## src/rtl/rvDecode_defs.svh

```systemverilog
// RV32I and RV32M encodings only; ALU codes must match the execute stage numbering
`ifndef RV_DECODE_DEFS_SVH
`define RV_DECODE_DEFS_SVH

// Widths
`define XLEN       32
`define REG_ADDR_W 5

// Major opcodes
`define OPC_LUI    7'b0110111
`define OPC_AUIPC  7'b0010111
`define OPC_JAL    7'b1101111
`define OPC_JALR   7'b1100111
`define OPC_BRANCH 7'b1100011
`define OPC_LOAD   7'b0000011
`define OPC_STORE  7'b0100011
`define OPC_OP_IMM 7'b0010011
`define OPC_OP     7'b0110011

// Funct7 groups
`define F7_BASE   7'b0000000
`define F7_ALT    7'b0100000
`define F7_MULDIV 7'b0000001

// ALU control codes as seen by execute
`define ALU_AND    5'd0
`define ALU_OR     5'd1
`define ALU_ADD    5'd2
`define ALU_XOR    5'd3
`define ALU_SUB    5'd4
`define ALU_SLL    5'd6
`define ALU_SRL    5'd7
`define ALU_SRA    5'd8
`define ALU_SLT    5'd9
`define ALU_SLTU   5'd10
`define ALU_MUL    5'd11
`define ALU_MULH   5'd12
`define ALU_MULHSU 5'd13
`define ALU_MULHU  5'd14
`define ALU_DIV    5'd15
`define ALU_DIVU   5'd16
`define ALU_REM    5'd17
`define ALU_REMU   5'd18

// ALU operation classes
`define AOP_MEM    3'd0
`define AOP_BRANCH 3'd1
`define AOP_ARITH  3'd2
`define AOP_JAL    3'd3
`define AOP_LUI    3'd4
`define AOP_AUIPC  3'd5
`define AOP_JALR   3'd7

`endif

```

## src/rtl/rvDecodePkg.sv

```systemverilog
// Types for a single-lane RV32IM decode stage; widths come from rvDecode_defs.svh
`include "rvDecode_defs.svh"

package rvDecodePkg;

    // Data, instruction and PC word
    typedef logic [`XLEN-1:0] wordT;

    // Register file index
    typedef logic [`REG_ADDR_W-1:0] regAddrT;

    // Code that selects the ALU function in execute
    typedef logic [4:0] aluCtrlT;

    // Coarse operation class for execute
    typedef logic [2:0] aluOpT;

    // Instruction funct3 field, also used as branch condition
    typedef logic [2:0] funct3T;

    // Immediate layouts of the base ISA
    // fmtNone gives a zero immediate (R-type, bubble, illegal)
    typedef enum logic [2:0]
    {
        fmtNone,
        fmtI,
        fmtS,
        fmtB,
        fmtU,
        fmtJ
    } immFmtT;

endpackage

```

## src/rtl/aluControlDecoder.sv

```systemverilog
// Valid only for OP and OP-IMM words; other opcodes give a meaningless code that the caller ignores
`timescale 1ns/1ps
`include "rvDecode_defs.svh"

module aluControlDecoder
    import rvDecodePkg::*;
(
    input  wordT    instr,
    input  logic    isImm,
    output aluCtrlT aluControl,
    output logic    functIllegal
);

    funct3T     funct3;
    logic [6:0] funct7;

    assign funct3 = instr[14:12];
    assign funct7 = instr[31:25];

    always_comb
    begin
        // Illegal combinations leave code 0
        aluControl   = '0;
        functIllegal = 1'b0;

        if (isImm)
        begin
            case (funct3)
                3'd0: aluControl = `ALU_ADD;
                3'd2: aluControl = `ALU_SLT;
                3'd3: aluControl = `ALU_SLTU;
                3'd4: aluControl = `ALU_XOR;
                3'd6: aluControl = `ALU_OR;
                3'd7: aluControl = `ALU_AND;
                3'd1:
                begin
                    // Shift amount is in bits 24:20, upper bits must be zero
                    if (funct7 == `F7_BASE)
                        aluControl = `ALU_SLL;
                    else
                        functIllegal = 1'b1;
                end
                default:
                begin
                    if (funct7 == `F7_BASE)
                        aluControl = `ALU_SRL;
                    else if (funct7 == `F7_ALT)
                        aluControl = `ALU_SRA;
                    else
                        functIllegal = 1'b1;
                end
            endcase
        end
        else
        begin
            case (funct7)
                `F7_BASE:
                begin
                    case (funct3)
                        3'd0:    aluControl = `ALU_ADD;
                        3'd1:    aluControl = `ALU_SLL;
                        3'd2:    aluControl = `ALU_SLT;
                        3'd3:    aluControl = `ALU_SLTU;
                        3'd4:    aluControl = `ALU_XOR;
                        3'd5:    aluControl = `ALU_SRL;
                        3'd6:    aluControl = `ALU_OR;
                        default: aluControl = `ALU_AND;
                    endcase
                end
                `F7_ALT:
                begin
                    if (funct3 == 3'd0)
                        aluControl = `ALU_SUB;
                    else if (funct3 == 3'd5)
                        aluControl = `ALU_SRA;
                    else
                        functIllegal = 1'b1;
                end
                `F7_MULDIV:
                begin
                    // RV32M in funct3 order
                    case (funct3)
                        3'd0:    aluControl = `ALU_MUL;
                        3'd1:    aluControl = `ALU_MULH;
                        3'd2:    aluControl = `ALU_MULHSU;
                        3'd3:    aluControl = `ALU_MULHU;
                        3'd4:    aluControl = `ALU_DIV;
                        3'd5:    aluControl = `ALU_DIVU;
                        3'd6:    aluControl = `ALU_REM;
                        default: aluControl = `ALU_REMU;
                    endcase
                end
                default:
                    functIllegal = 1'b1;
            endcase
        end
    end

endmodule

```

## src/rtl/controlDecoder.sv

```systemverilog
// RV32IM only; FENCE, SYSTEM and atomics are flagged illegal and decode with every control inactive
`timescale 1ns/1ps
`include "rvDecode_defs.svh"

module controlDecoder
    import rvDecodePkg::*;
(
    input  wordT    instr,
    output logic    memWrite,
    output logic    memRead,
    output logic    regWrite,
    output logic    memToReg,
    output logic    aluSrc,
    output aluOpT   aluOp,
    output logic    pcSrc,
    output funct3T  branchType,
    output aluCtrlT aluControl,
    output immFmtT  immFmt,
    output logic    illegal
);

    logic [6:0] opcode;
    funct3T     funct3;
    logic       isImm;
    logic       isBubble;
    aluCtrlT    functCode;
    logic       functIllegal;

    assign opcode   = instr[6:0];
    assign funct3   = instr[14:12];
    assign isImm    = (opcode == `OPC_OP_IMM);
    assign isBubble = (instr == '0);

    aluControlDecoder u_aluControlDecoder (
        .instr        (instr),
        .isImm        (isImm),
        .aluControl   (functCode),
        .functIllegal (functIllegal)
    );

    // Opcode and funct3 legality
    always_comb
    begin
        case (opcode)
            `OPC_LUI, `OPC_AUIPC, `OPC_JAL, `OPC_LOAD, `OPC_STORE:
                illegal = 1'b0;
            `OPC_JALR:
                illegal = (funct3 != 3'd0);
            `OPC_BRANCH:
                illegal = (funct3 == 3'd2) || (funct3 == 3'd3);
            `OPC_OP_IMM, `OPC_OP:
                illegal = functIllegal;
            default:
                illegal = !isBubble;
        endcase
    end

    // Main controls, all inactive unless the word is legal
    always_comb
    begin
        memWrite   = 1'b0;
        memRead    = 1'b0;
        regWrite   = 1'b0;
        memToReg   = 1'b0;
        aluSrc     = 1'b0;
        aluOp      = `AOP_MEM;
        pcSrc      = 1'b0;
        branchType = 3'd0;
        aluControl = '0;
        immFmt     = fmtNone;

        if (!illegal)
        begin
            case (opcode)
                `OPC_LUI, `OPC_AUIPC:
                begin
                    aluOp      = (opcode == `OPC_LUI) ? `AOP_LUI : `AOP_AUIPC;
                    aluSrc     = 1'b1;
                    regWrite   = 1'b1;
                    aluControl = `ALU_ADD;
                    immFmt     = fmtU;
                end
                `OPC_JAL, `OPC_JALR:
                begin
                    // Link address goes to rd, target goes to fetch
                    aluOp      = (opcode == `OPC_JAL) ? `AOP_JAL : `AOP_JALR;
                    regWrite   = 1'b1;
                    pcSrc      = 1'b1;
                    aluControl = `ALU_ADD;
                    immFmt     = (opcode == `OPC_JAL) ? fmtJ : fmtI;
                end
                `OPC_BRANCH:
                begin
                    // Compare by subtraction in execute
                    aluOp      = `AOP_BRANCH;
                    pcSrc      = 1'b1;
                    aluControl = `ALU_SUB;
                    immFmt     = fmtB;
                    branchType = funct3;
                end
                `OPC_LOAD:
                begin
                    aluSrc     = 1'b1;
                    regWrite   = 1'b1;
                    memRead    = 1'b1;
                    memToReg   = 1'b1;
                    aluControl = `ALU_ADD;
                    immFmt     = fmtI;
                end
                `OPC_STORE:
                begin
                    aluSrc     = 1'b1;
                    memWrite   = 1'b1;
                    aluControl = `ALU_ADD;
                    immFmt     = fmtS;
                end
                `OPC_OP_IMM, `OPC_OP:
                begin
                    aluOp      = `AOP_ARITH;
                    aluSrc     = isImm;
                    regWrite   = 1'b1;
                    aluControl = functCode;
                    immFmt     = isImm ? fmtI : fmtNone;
                end
                default:
                begin
                    // Bubble keeps the defaults
                    immFmt = fmtNone;
                end
            endcase
        end
    end

endmodule

```

## src/rtl/decodeLatch.sv

```systemverilog
// Holds its contents while stall is high; reset loads the all-zero word, which decodes as a bubble
`timescale 1ns/1ps

module decodeLatch
    import rvDecodePkg::*;
(
    input  logic clk,
    input  logic rst,
    input  logic stall,

    // Fetch side and register file read data
    input  wordT nextInstruction,
    input  wordT pc,
    input  wordT regValue1,
    input  wordT regValue2,

    // Captured values
    output wordT instr,
    output wordT pcOut,
    output wordT value1,
    output wordT value2
);

    // Only state in the stage
    always_ff @(posedge clk or posedge rst)
    begin
        if (rst)
        begin
            instr  <= '0;
            pcOut  <= '0;
            value1 <= '0;
            value2 <= '0;
        end
        else if (!stall)
        begin
            instr  <= nextInstruction;
            pcOut  <= pc;
            value1 <= regValue1;
            value2 <= regValue2;
        end
    end

endmodule

```

## src/rtl/decodeStage.sv

```systemverilog
// One-cycle decode; rs1 and rs2 come from the incoming word so the register file read lines up
`timescale 1ns/1ps

module decodeStage
(
    input  logic                 clk,
    input  logic                 rst,
    input  logic                 stall,
    input  rvDecodePkg::wordT    nextInstruction,
    input  rvDecodePkg::wordT    pc,
    input  rvDecodePkg::wordT    regValue1,
    input  rvDecodePkg::wordT    regValue2,

    // Register file read addresses, zero cycles from nextInstruction
    output rvDecodePkg::regAddrT rs1,
    output rvDecodePkg::regAddrT rs2,
    output rvDecodePkg::regAddrT regDest,

    output rvDecodePkg::wordT    imm,
    output rvDecodePkg::wordT    pcOut,
    output rvDecodePkg::wordT    value1,
    output rvDecodePkg::wordT    value2,

    // Controls for execute, memory and writeback
    output logic                 memWrite,
    output logic                 memRead,
    output logic                 regWrite,
    output logic                 memToReg,
    output logic                 aluSrc,
    output rvDecodePkg::aluOpT   aluOp,
    output logic                 pcSrc,
    output rvDecodePkg::funct3T  branchType,
    output rvDecodePkg::aluCtrlT aluControl,
    output logic                 illegal
);

    rvDecodePkg::wordT   instr;
    rvDecodePkg::immFmtT immFmt;

    assign rs1     = nextInstruction[19:15];
    assign rs2     = nextInstruction[24:20];
    assign regDest = instr[11:7];

    decodeLatch u_decodeLatch (
        .clk             (clk),
        .rst             (rst),
        .stall           (stall),
        .nextInstruction (nextInstruction),
        .pc              (pc),
        .regValue1       (regValue1),
        .regValue2       (regValue2),
        .instr           (instr),
        .pcOut           (pcOut),
        .value1          (value1),
        .value2          (value2)
    );

    controlDecoder u_controlDecoder (
        .instr      (instr),
        .memWrite   (memWrite),
        .memRead    (memRead),
        .regWrite   (regWrite),
        .memToReg   (memToReg),
        .aluSrc     (aluSrc),
        .aluOp      (aluOp),
        .pcSrc      (pcSrc),
        .branchType (branchType),
        .aluControl (aluControl),
        .immFmt     (immFmt),
        .illegal    (illegal)
    );

    immGen u_immGen (
        .instr  (instr),
        .immFmt (immFmt),
        .imm    (imm)
    );

endmodule

```

## src/rtl/immGen.sv

```systemverilog
// Base ISA immediate layouts only; every format is sign-extended from instruction bit 31
`timescale 1ns/1ps

module immGen
    import rvDecodePkg::*;
(
    input  wordT   instr,
    input  immFmtT immFmt,
    output wordT   imm
);

    logic sign;

    assign sign = instr[31];

    always_comb
    begin
        case (immFmt)
            fmtI:
                imm = {{20{sign}}, instr[31:20]};
            fmtS:
                imm = {{20{sign}}, instr[31:25], instr[11:7]};
            // Branch offsets are halfword aligned
            fmtB:
                imm = {{19{sign}}, sign, instr[7], instr[30:25], instr[11:8], 1'b0};
            fmtU:
                imm = {instr[31:12], 12'b0};
            fmtJ:
                imm = {{11{sign}}, sign, instr[19:12], instr[20], instr[30:21], 1'b0};
            default:
                imm = '0;
        endcase
    end

endmodule

```

## config.mk

```make
export PLATFORM = sky130hd
export DESIGN_NAME = decodeStage
export DESIGN_NICKNAME = d
export VERILOG_FILES = /design/src/rtl/rvDecodePkg.sv /design/src/rtl/aluControlDecoder.sv /design/src/rtl/controlDecoder.sv /design/src/rtl/decodeLatch.sv /design/src/rtl/decodeStage.sv /design/src/rtl/immGen.sv
export VERILOG_INCLUDE_DIRS = /design/src /design/src/rtl
export SDC_FILE = /design/constraint.sdc
export NUM_CORES = 1
export LEC_CHECK = 0
export BUFFER_PORTS_ARGS = -buffer_cell sky130_fd_sc_hd__buf_2
export CAP_MARGIN = 30
export CORE_AREA = 2 2 114 116
export CTS_BUF_LIST = sky130_fd_sc_hd__clkbuf_16
export DETAILED_ROUTE_END_ITERATION = 12
export DIE_AREA = 0 0 116 118
export PLACE_DENSITY_LB_ADDON = 0.05
export SLEW_MARGIN = 5
export SYNTH_ARGS = -nofsm -noshare
export SYNTH_HDL_FRONTEND = slang
export SYNTH_SLANG_ARGS = --single-unit
export TNS_END_PERCENT = 5
```

## constraint.sdc

```tcl
create_clock -name clk -period 13.5 [get_ports clk]
set_input_delay 3.375 -clock clk [delete_from_list [all_inputs] [get_ports clk]]
set_output_delay 3.375 -clock clk [all_outputs]
set_load 0.02 [all_outputs]
```

# ---- Word-level counts from Yosys, hierarchy flattened
# Cells that the tools add are included.
dict set report op_classes {
  eq_ne 23
  mux 42
  n_reduce_logical 16
}
# operator count
set ops {}
lappend ops {{32-bit one-hot mux with 5 select lines} 1}
lappend ops {{4-bit one-hot mux with 7 select lines} 2}
lappend ops {{5-bit one-hot mux with 7 select lines} 1}
lappend ops {{32-bit logical NOT} 1}
lappend ops {{5-bit one-hot mux with 3 select lines} 2}
lappend ops {{7-bit by 6-bit == test with 1-bit output, second input constant} 4}
lappend ops {{7-bit == test, second input constant} 3}
lappend ops {{3-bit 2-to-1 mux} 7}
lappend ops {{3-bit == test, second input constant} 6}
lappend ops {{3-bit one-hot mux with 6 select lines} 1}
lappend ops {{1-bit 2-to-1 mux} 17}
lappend ops {{4-bit 2-to-1 mux} 4}
lappend ops {{7-bit by 5-bit == test with 1-bit output, second input constant} 2}
lappend ops {{3-bit by 2-bit == test with 1-bit output, second input constant} 4}
lappend ops {{3-bit one-hot mux with 4 select lines} 1}
lappend ops {{6-bit OR reduction} 2}
lappend ops {{5-bit 2-to-1 mux} 2}
lappend ops {{2-bit OR reduction} 4}
lappend ops {{7-bit by 1-bit == test with 1-bit output, second input constant} 1}
lappend ops {{7-bit by 2-bit == test with 1-bit output, second input constant} 1}
lappend ops {{7-bit logical NOT} 1}
lappend ops {{7-bit OR reduction} 1}
lappend ops {{3-bit by 1-bit == test with 1-bit output, second input constant} 2}
lappend ops {{1-bit one-hot mux with 2 select lines} 3}
lappend ops {{8 further kinds} 8}
dict set report word_totals {
  ff_bits 128
  out_inout_bits 161
}

# ---- Logic depth before layout (Yosys ltp)
dict set report logic_depth {
  word_depth 9
  depth_mapped 8
  ltp_nobuf 6
}

# ---- Modules after synthesis
# From an unflattened synthesis, not the netlist that was laid out.
dict set report unflattened {
  cells_unflattened 481
  area_unflattened_um2 6153.4
}
# module instances cells_per_inst area_per_inst_um2 seq_area_each_um2
set modules_own_cells {}
lappend modules_own_cells {decodeLatch 1 271 4825.9 3203.1}
lappend modules_own_cells {controlDecoder 1 86 569.3 0.0}
lappend modules_own_cells {immGen 1 66 390.4 0.0}
lappend modules_own_cells {aluControlDecoder 1 48 292.8 0.0}
lappend modules_own_cells {decodeStage 1 10 75.1 0.0}

# ---- Least setup slack after synthesis
# OpenSTA, ideal clock, no wires.
dict set report synth_path {
  path_type {input to output}
  start {input port nextInstruction[15]}
  end {output port rs1[0]}
  t_arrival_ns 3.509
  path_slack_ns 6.616
  path_stages 1
  path_buffers 1
  path_cell_list {buf_4}
}
# element line
set synth_lines {}
lappend synth_lines {{from (decl)} decodeStage.sv:9} ;# input rvDecodePkg::wordT nextInstruction,
lappend synth_lines {{to (decl)} decodeStage.sv:15} ;# output rvDecodePkg::regAddrT rs1,
# No word-level cell between the ends.

# ---- Worst setup path after layout
dict set report layout_path {
  start {input port nextInstruction[16]}
  end {output port rs1[1]}
}
# No word-level cell between the ends.

==> load_flow_metrics.sql <==
INSERT INTO impl_metrics (metric_group, metric, value, unit) VALUES
('route', 'detail-route-antenna-nets', '0', ''),
('synthesis', 'ys_ff_latch', '128', ''),
('synthesis', 'synth_cells', '440', ''),
('clock_network', 'worst_skew_pair.late_latency', '0.41', 'ns'),
('timing', 'report.final.hold_viol_count', '0', ''),
('global_route', 'global_route.usage.total', '23.5', '%'),
('layout', 'seq_area', '3200', 'um2'),
('layout', 'post_route_cells_drive_above_1_share', '63.2', '%'),
('timing', 'totalNegativeSetupSlack', '0', 'ns'),
('worst_setup_path', 'required', '10.12', 'ns'),
('layout', 'leading_cell_type_in_the_layout_fill_and_taps_excluded', 'buf_2', ''),
('worst_hold_path', 'timing.hold.worst.class', 'flop to flop', ''),
('worst_hold_path', 'whs_path_depth', '1', ''),
('global_route', 'antenna_found_initial', '0', ''),
('timing', 'final.period_utilization', '51.9', '%'),
('worst_setup_path', 'cp.arrival', '3.63', 'ns'),
('route', 'drt_iter0_markers', '183', ''),
('floorplan', 'die_width', '116', 'um'),
('layout', 'multi_input_area', '2350', 'um2'),
('layout', 'fin_util', '63.7', '%'),
('worst_setup_path', 'buf_inv_stages_crit_path', '2', ''),
('synthesis', 'yosys.area_share.xor_xnor', '0.151', '%'),
('status', 'result_of_the_run', 'completed', ''),
('synthesis', 'synth_fa_ha_area_share', '0', '%'),
('layout', 'finish.net_count', '846', ''),
('power_and_ir_drop', 'ir_drop', '0.0000877', 'V'),
('timing', 'relative_max_transition_margin', '60.5', '%'),
('timing', 'post-route-min-period', '7.01', 'ns'),
('worst_setup_path', 'crit_family', 'buffers and inverters', ''),
('synthesis', 'netlist_area', '5790', 'um2'),
('route', 'dr.pass1.iters', '4', ''),
('layout', 'most_frequent_cells_in_the_layout', '290 x buf_2, 128 x mux2_2, 128 x dfrtp_1', ''),
('synthesis', 'synthDominantAreaCellType', 'dfrtp_1', ''),
('global_route', 'first_global_vias', '4845', ''),
('power_and_ir_drop', 'total_leakage_power', '4.08', 'nW'),
('synthesis', 'synth.area.top_cells', 'dfrtp_1 55%, mux2_2 25%, a21o_1 2.6%', ''),
('layout', 'fillCellCount', '1019', ''),
('power_and_ir_drop', 'sequential_power_share', '41.7', '%'),
('timing', 'worst_clock_skew', '0', 'ns'),
('worst_setup_path', 'r2r.worst_path.cells', '1', ''),
('synthesis', 'ys_types', '46', ''),
('clock_network', 'clock_tree.root_cell', 'clkbuf_16', ''),
('worst_setup_path', 'worstPathCellList', 'buf_2 -> buf_2', ''),
('synthesis', 'ys.warnings.count', '0', ''),
('clock_network', 'number_of_buffers_on_the_longest_clock_path', '2', ''),
('synthesis', 'simple_gate_area_share_of_the_yosys_netlist', '7.34', '%'),
('worst_setup_path', 'critPathKind', 'input pin to output pin', ''),
('clock_network', 'cts_repair_resize_count', '0', ''),
('global_route', 'grt_max_degree', '83', ''),
('synthesis', 'ys_seq_area_share', '55.3', '%'),
('route', 'via_total_after_detailed_routing', '4631', ''),
('route', 'viasPerCell', '5.15', ''),
('floorplan', 'placeableCoreArea', '12400', 'um2'),
('route', 'drc', '0', ''),
('power_and_ir_drop', 'cellPowerDensity', '138', 'nW/um2'),
('power_and_ir_drop', 'p_comb_share', '17.0', '%'),
('clock_network', 'number_of_buffers_inserted_by_hold_repair_at_cts', '0', ''),
('worst_setup_path', 'critical_path_peak_fanout', '2', ''),
('global_route', 'global_route_wire_length_before_repair', '24.8', 'mm'),
('placed_design', 'place.detailed.hpwl', '11.5', 'mm'),
('worst_setup_path', 'critPathSlowestCell', 'buf_2', ''),
('clock_network', 'post_cts.repair.setup_buffers', '0', ''),
('power_and_ir_drop', 'power.clock.fraction', '41.3', '%'),
('worst_setup_path', 'critPathCaptureType', 'output pin', ''),
('power_and_ir_drop', 'power.net_switching', '0.297', 'mW'),
('clock_network', 'clock_sinks', '128', ''),
('layout', 'areaGrowthSynthToFinish', '36.4', '%'),
('clock_network', 'cts_tree', 'built', ''),
('route', 'routed_wirelength', '15.6', 'mm'),
('floorplan', 'initial_core_util', '46.7', '%'),
('route', 'avgRoutedWirePerCell', '17.3', 'um');
[synthesized netlist by cell type (all sizes together)]
| library cell | number |
|---|---|
| or3 | 3 |
| nand4bb | 1 |
| a2bb2oi | 1 |
| o311a | 1 |
| inv | 5 |
| a211oi | 1 |
| nor2 | 21 |
| nand4 | 2 |
| a21o | 20 |
| and2b | 1 |
| and4bb | 1 |
| nor4b | 1 |
| or4 | 1 |
| clkbuf | 17 |
| a21oi | 8 |
| a2111oi | 1 |
| nor4 | 5 |
| a22o | 5 |
| o211ai | 1 |
| and2 | 1 |
| o21ai | 11 |
| xor2 | 1 |
| a21boi | 3 |
| o22ai | 1 |
| nor3 | 7 |
| nand3 | 6 |
| a32o | 1 |
| buf | 23 |
| nor2b | 2 |
| nand2b | 6 |
| dfrtp | 128 |
| and3 | 9 |
| mux2 | 128 |
| nand3b | 1 |
| mux2i | 1 |
| nand2 | 6 |
| a32oi | 2 |
| or2 | 1 |
| a22oi | 1 |
| a31oi | 3 |
| o31ai | 2 |
[worst paths after layout]
| kind | start | endpoint | slack (ns) |
|---|---|---|---|
| setup / recovery | nextInstruction[16] | rs1[1] | 6.49 |
| hold / removal | u_decodeLatch.value1[9]$_DFFE_PP0N_ | u_decodeLatch.value1[9]$_DFFE_PP0N_ | 0.50 |
| setup reg to reg | u_decodeLatch.instr[14]$_DFFE_PP0N_ | u_decodeLatch.instr[14]$_DFFE_PP0N_ | 12.46 |
| hold reg to reg | u_decodeLatch.value1[9]$_DFFE_PP0N_ | u_decodeLatch.value1[9]$_DFFE_PP0N_ | 0.50 |
| max in group asynchronous | rst | u_decodeLatch.pcOut[26]$_DFFE_PP0N_ | 9.42 |
| min in group asynchronous | rst | u_decodeLatch.pcOut[22]$_DFFE_PP0N_ | 3.00 |
[final cells by class]
| cell class | instances | area share (%) |
|---|---|---|
| Clock buffer | 17 | 5.38 |
| Clock inverter | 15 | 1.95 |
| Inverter | 5 | 0.269 |
| Multi-Input combinational cell | 267 | 29.7 |
| Sequential cell | 128 | 40.5 |
| Tap cell | 172 | 2.72 |
| Timing Repair Buffer | 296 | 19.4 |
[power by group through the flow]
stage	registers [mW]	logic (mW)	clock network [mW]
floorplan	0.487	0.0867	0
global placement	0.457	0.182	0
detailed placement	0.459	0.186	0
CTS	0.453	0.186	0.457
global route	0.459	0.199	0.479
finish	0.454	0.184	0.449
[cell families (layout without fill, tap and decap cells)]
kind of cell	Yosys count	after routing
mux	129	129
flops	128	128
simple gates	75	75
compound gates	62	62
buf+inv	45	333
xor+xnor	1	1
[registers in the layout, indices dropped and copies added (netlist names)]
name and cells:
u_decodeLatch.instr 32, u_decodeLatch.pcOut 32, u_decodeLatch.value1 32, u_decodeLatch.value2 32
[metrics by stage]
| step | setup WS, ns | instances | hold WS [ns] | cell area, um2 | total power [mW] |
|---|---|---|---|---|---|
| 2_1_floorplan | 6.62 | 440 | 0.504 | 5790 | 0.573 |
| 3_3_place_gp | 6.50 | 865 | 0.481 | 7260 | 0.639 |
| 3_5_place_dp | 6.50 | 866 | 0.486 | 7290 | 0.645 |
| 4_1_cts | 6.49 | 898 | 0.499 | 7870 | 1.10 |
| 5_1_grt | 6.48 | 900 | 0.516 | 7900 | 1.14 |
| 6_report | 6.49 | 900 | 0.498 | 7900 | 1.09 |
[per-layer routing]
metal	share of wire (%)	track usage [%]	vias up
met5	0	0	-
met4	2.0	8.71	0
met3	8.9	9.37	22
met2	52	39.5	206
met1	38	26.8	2275
li1	-	-	2128
Note: power is estimated with default switching activity, not from simulation.
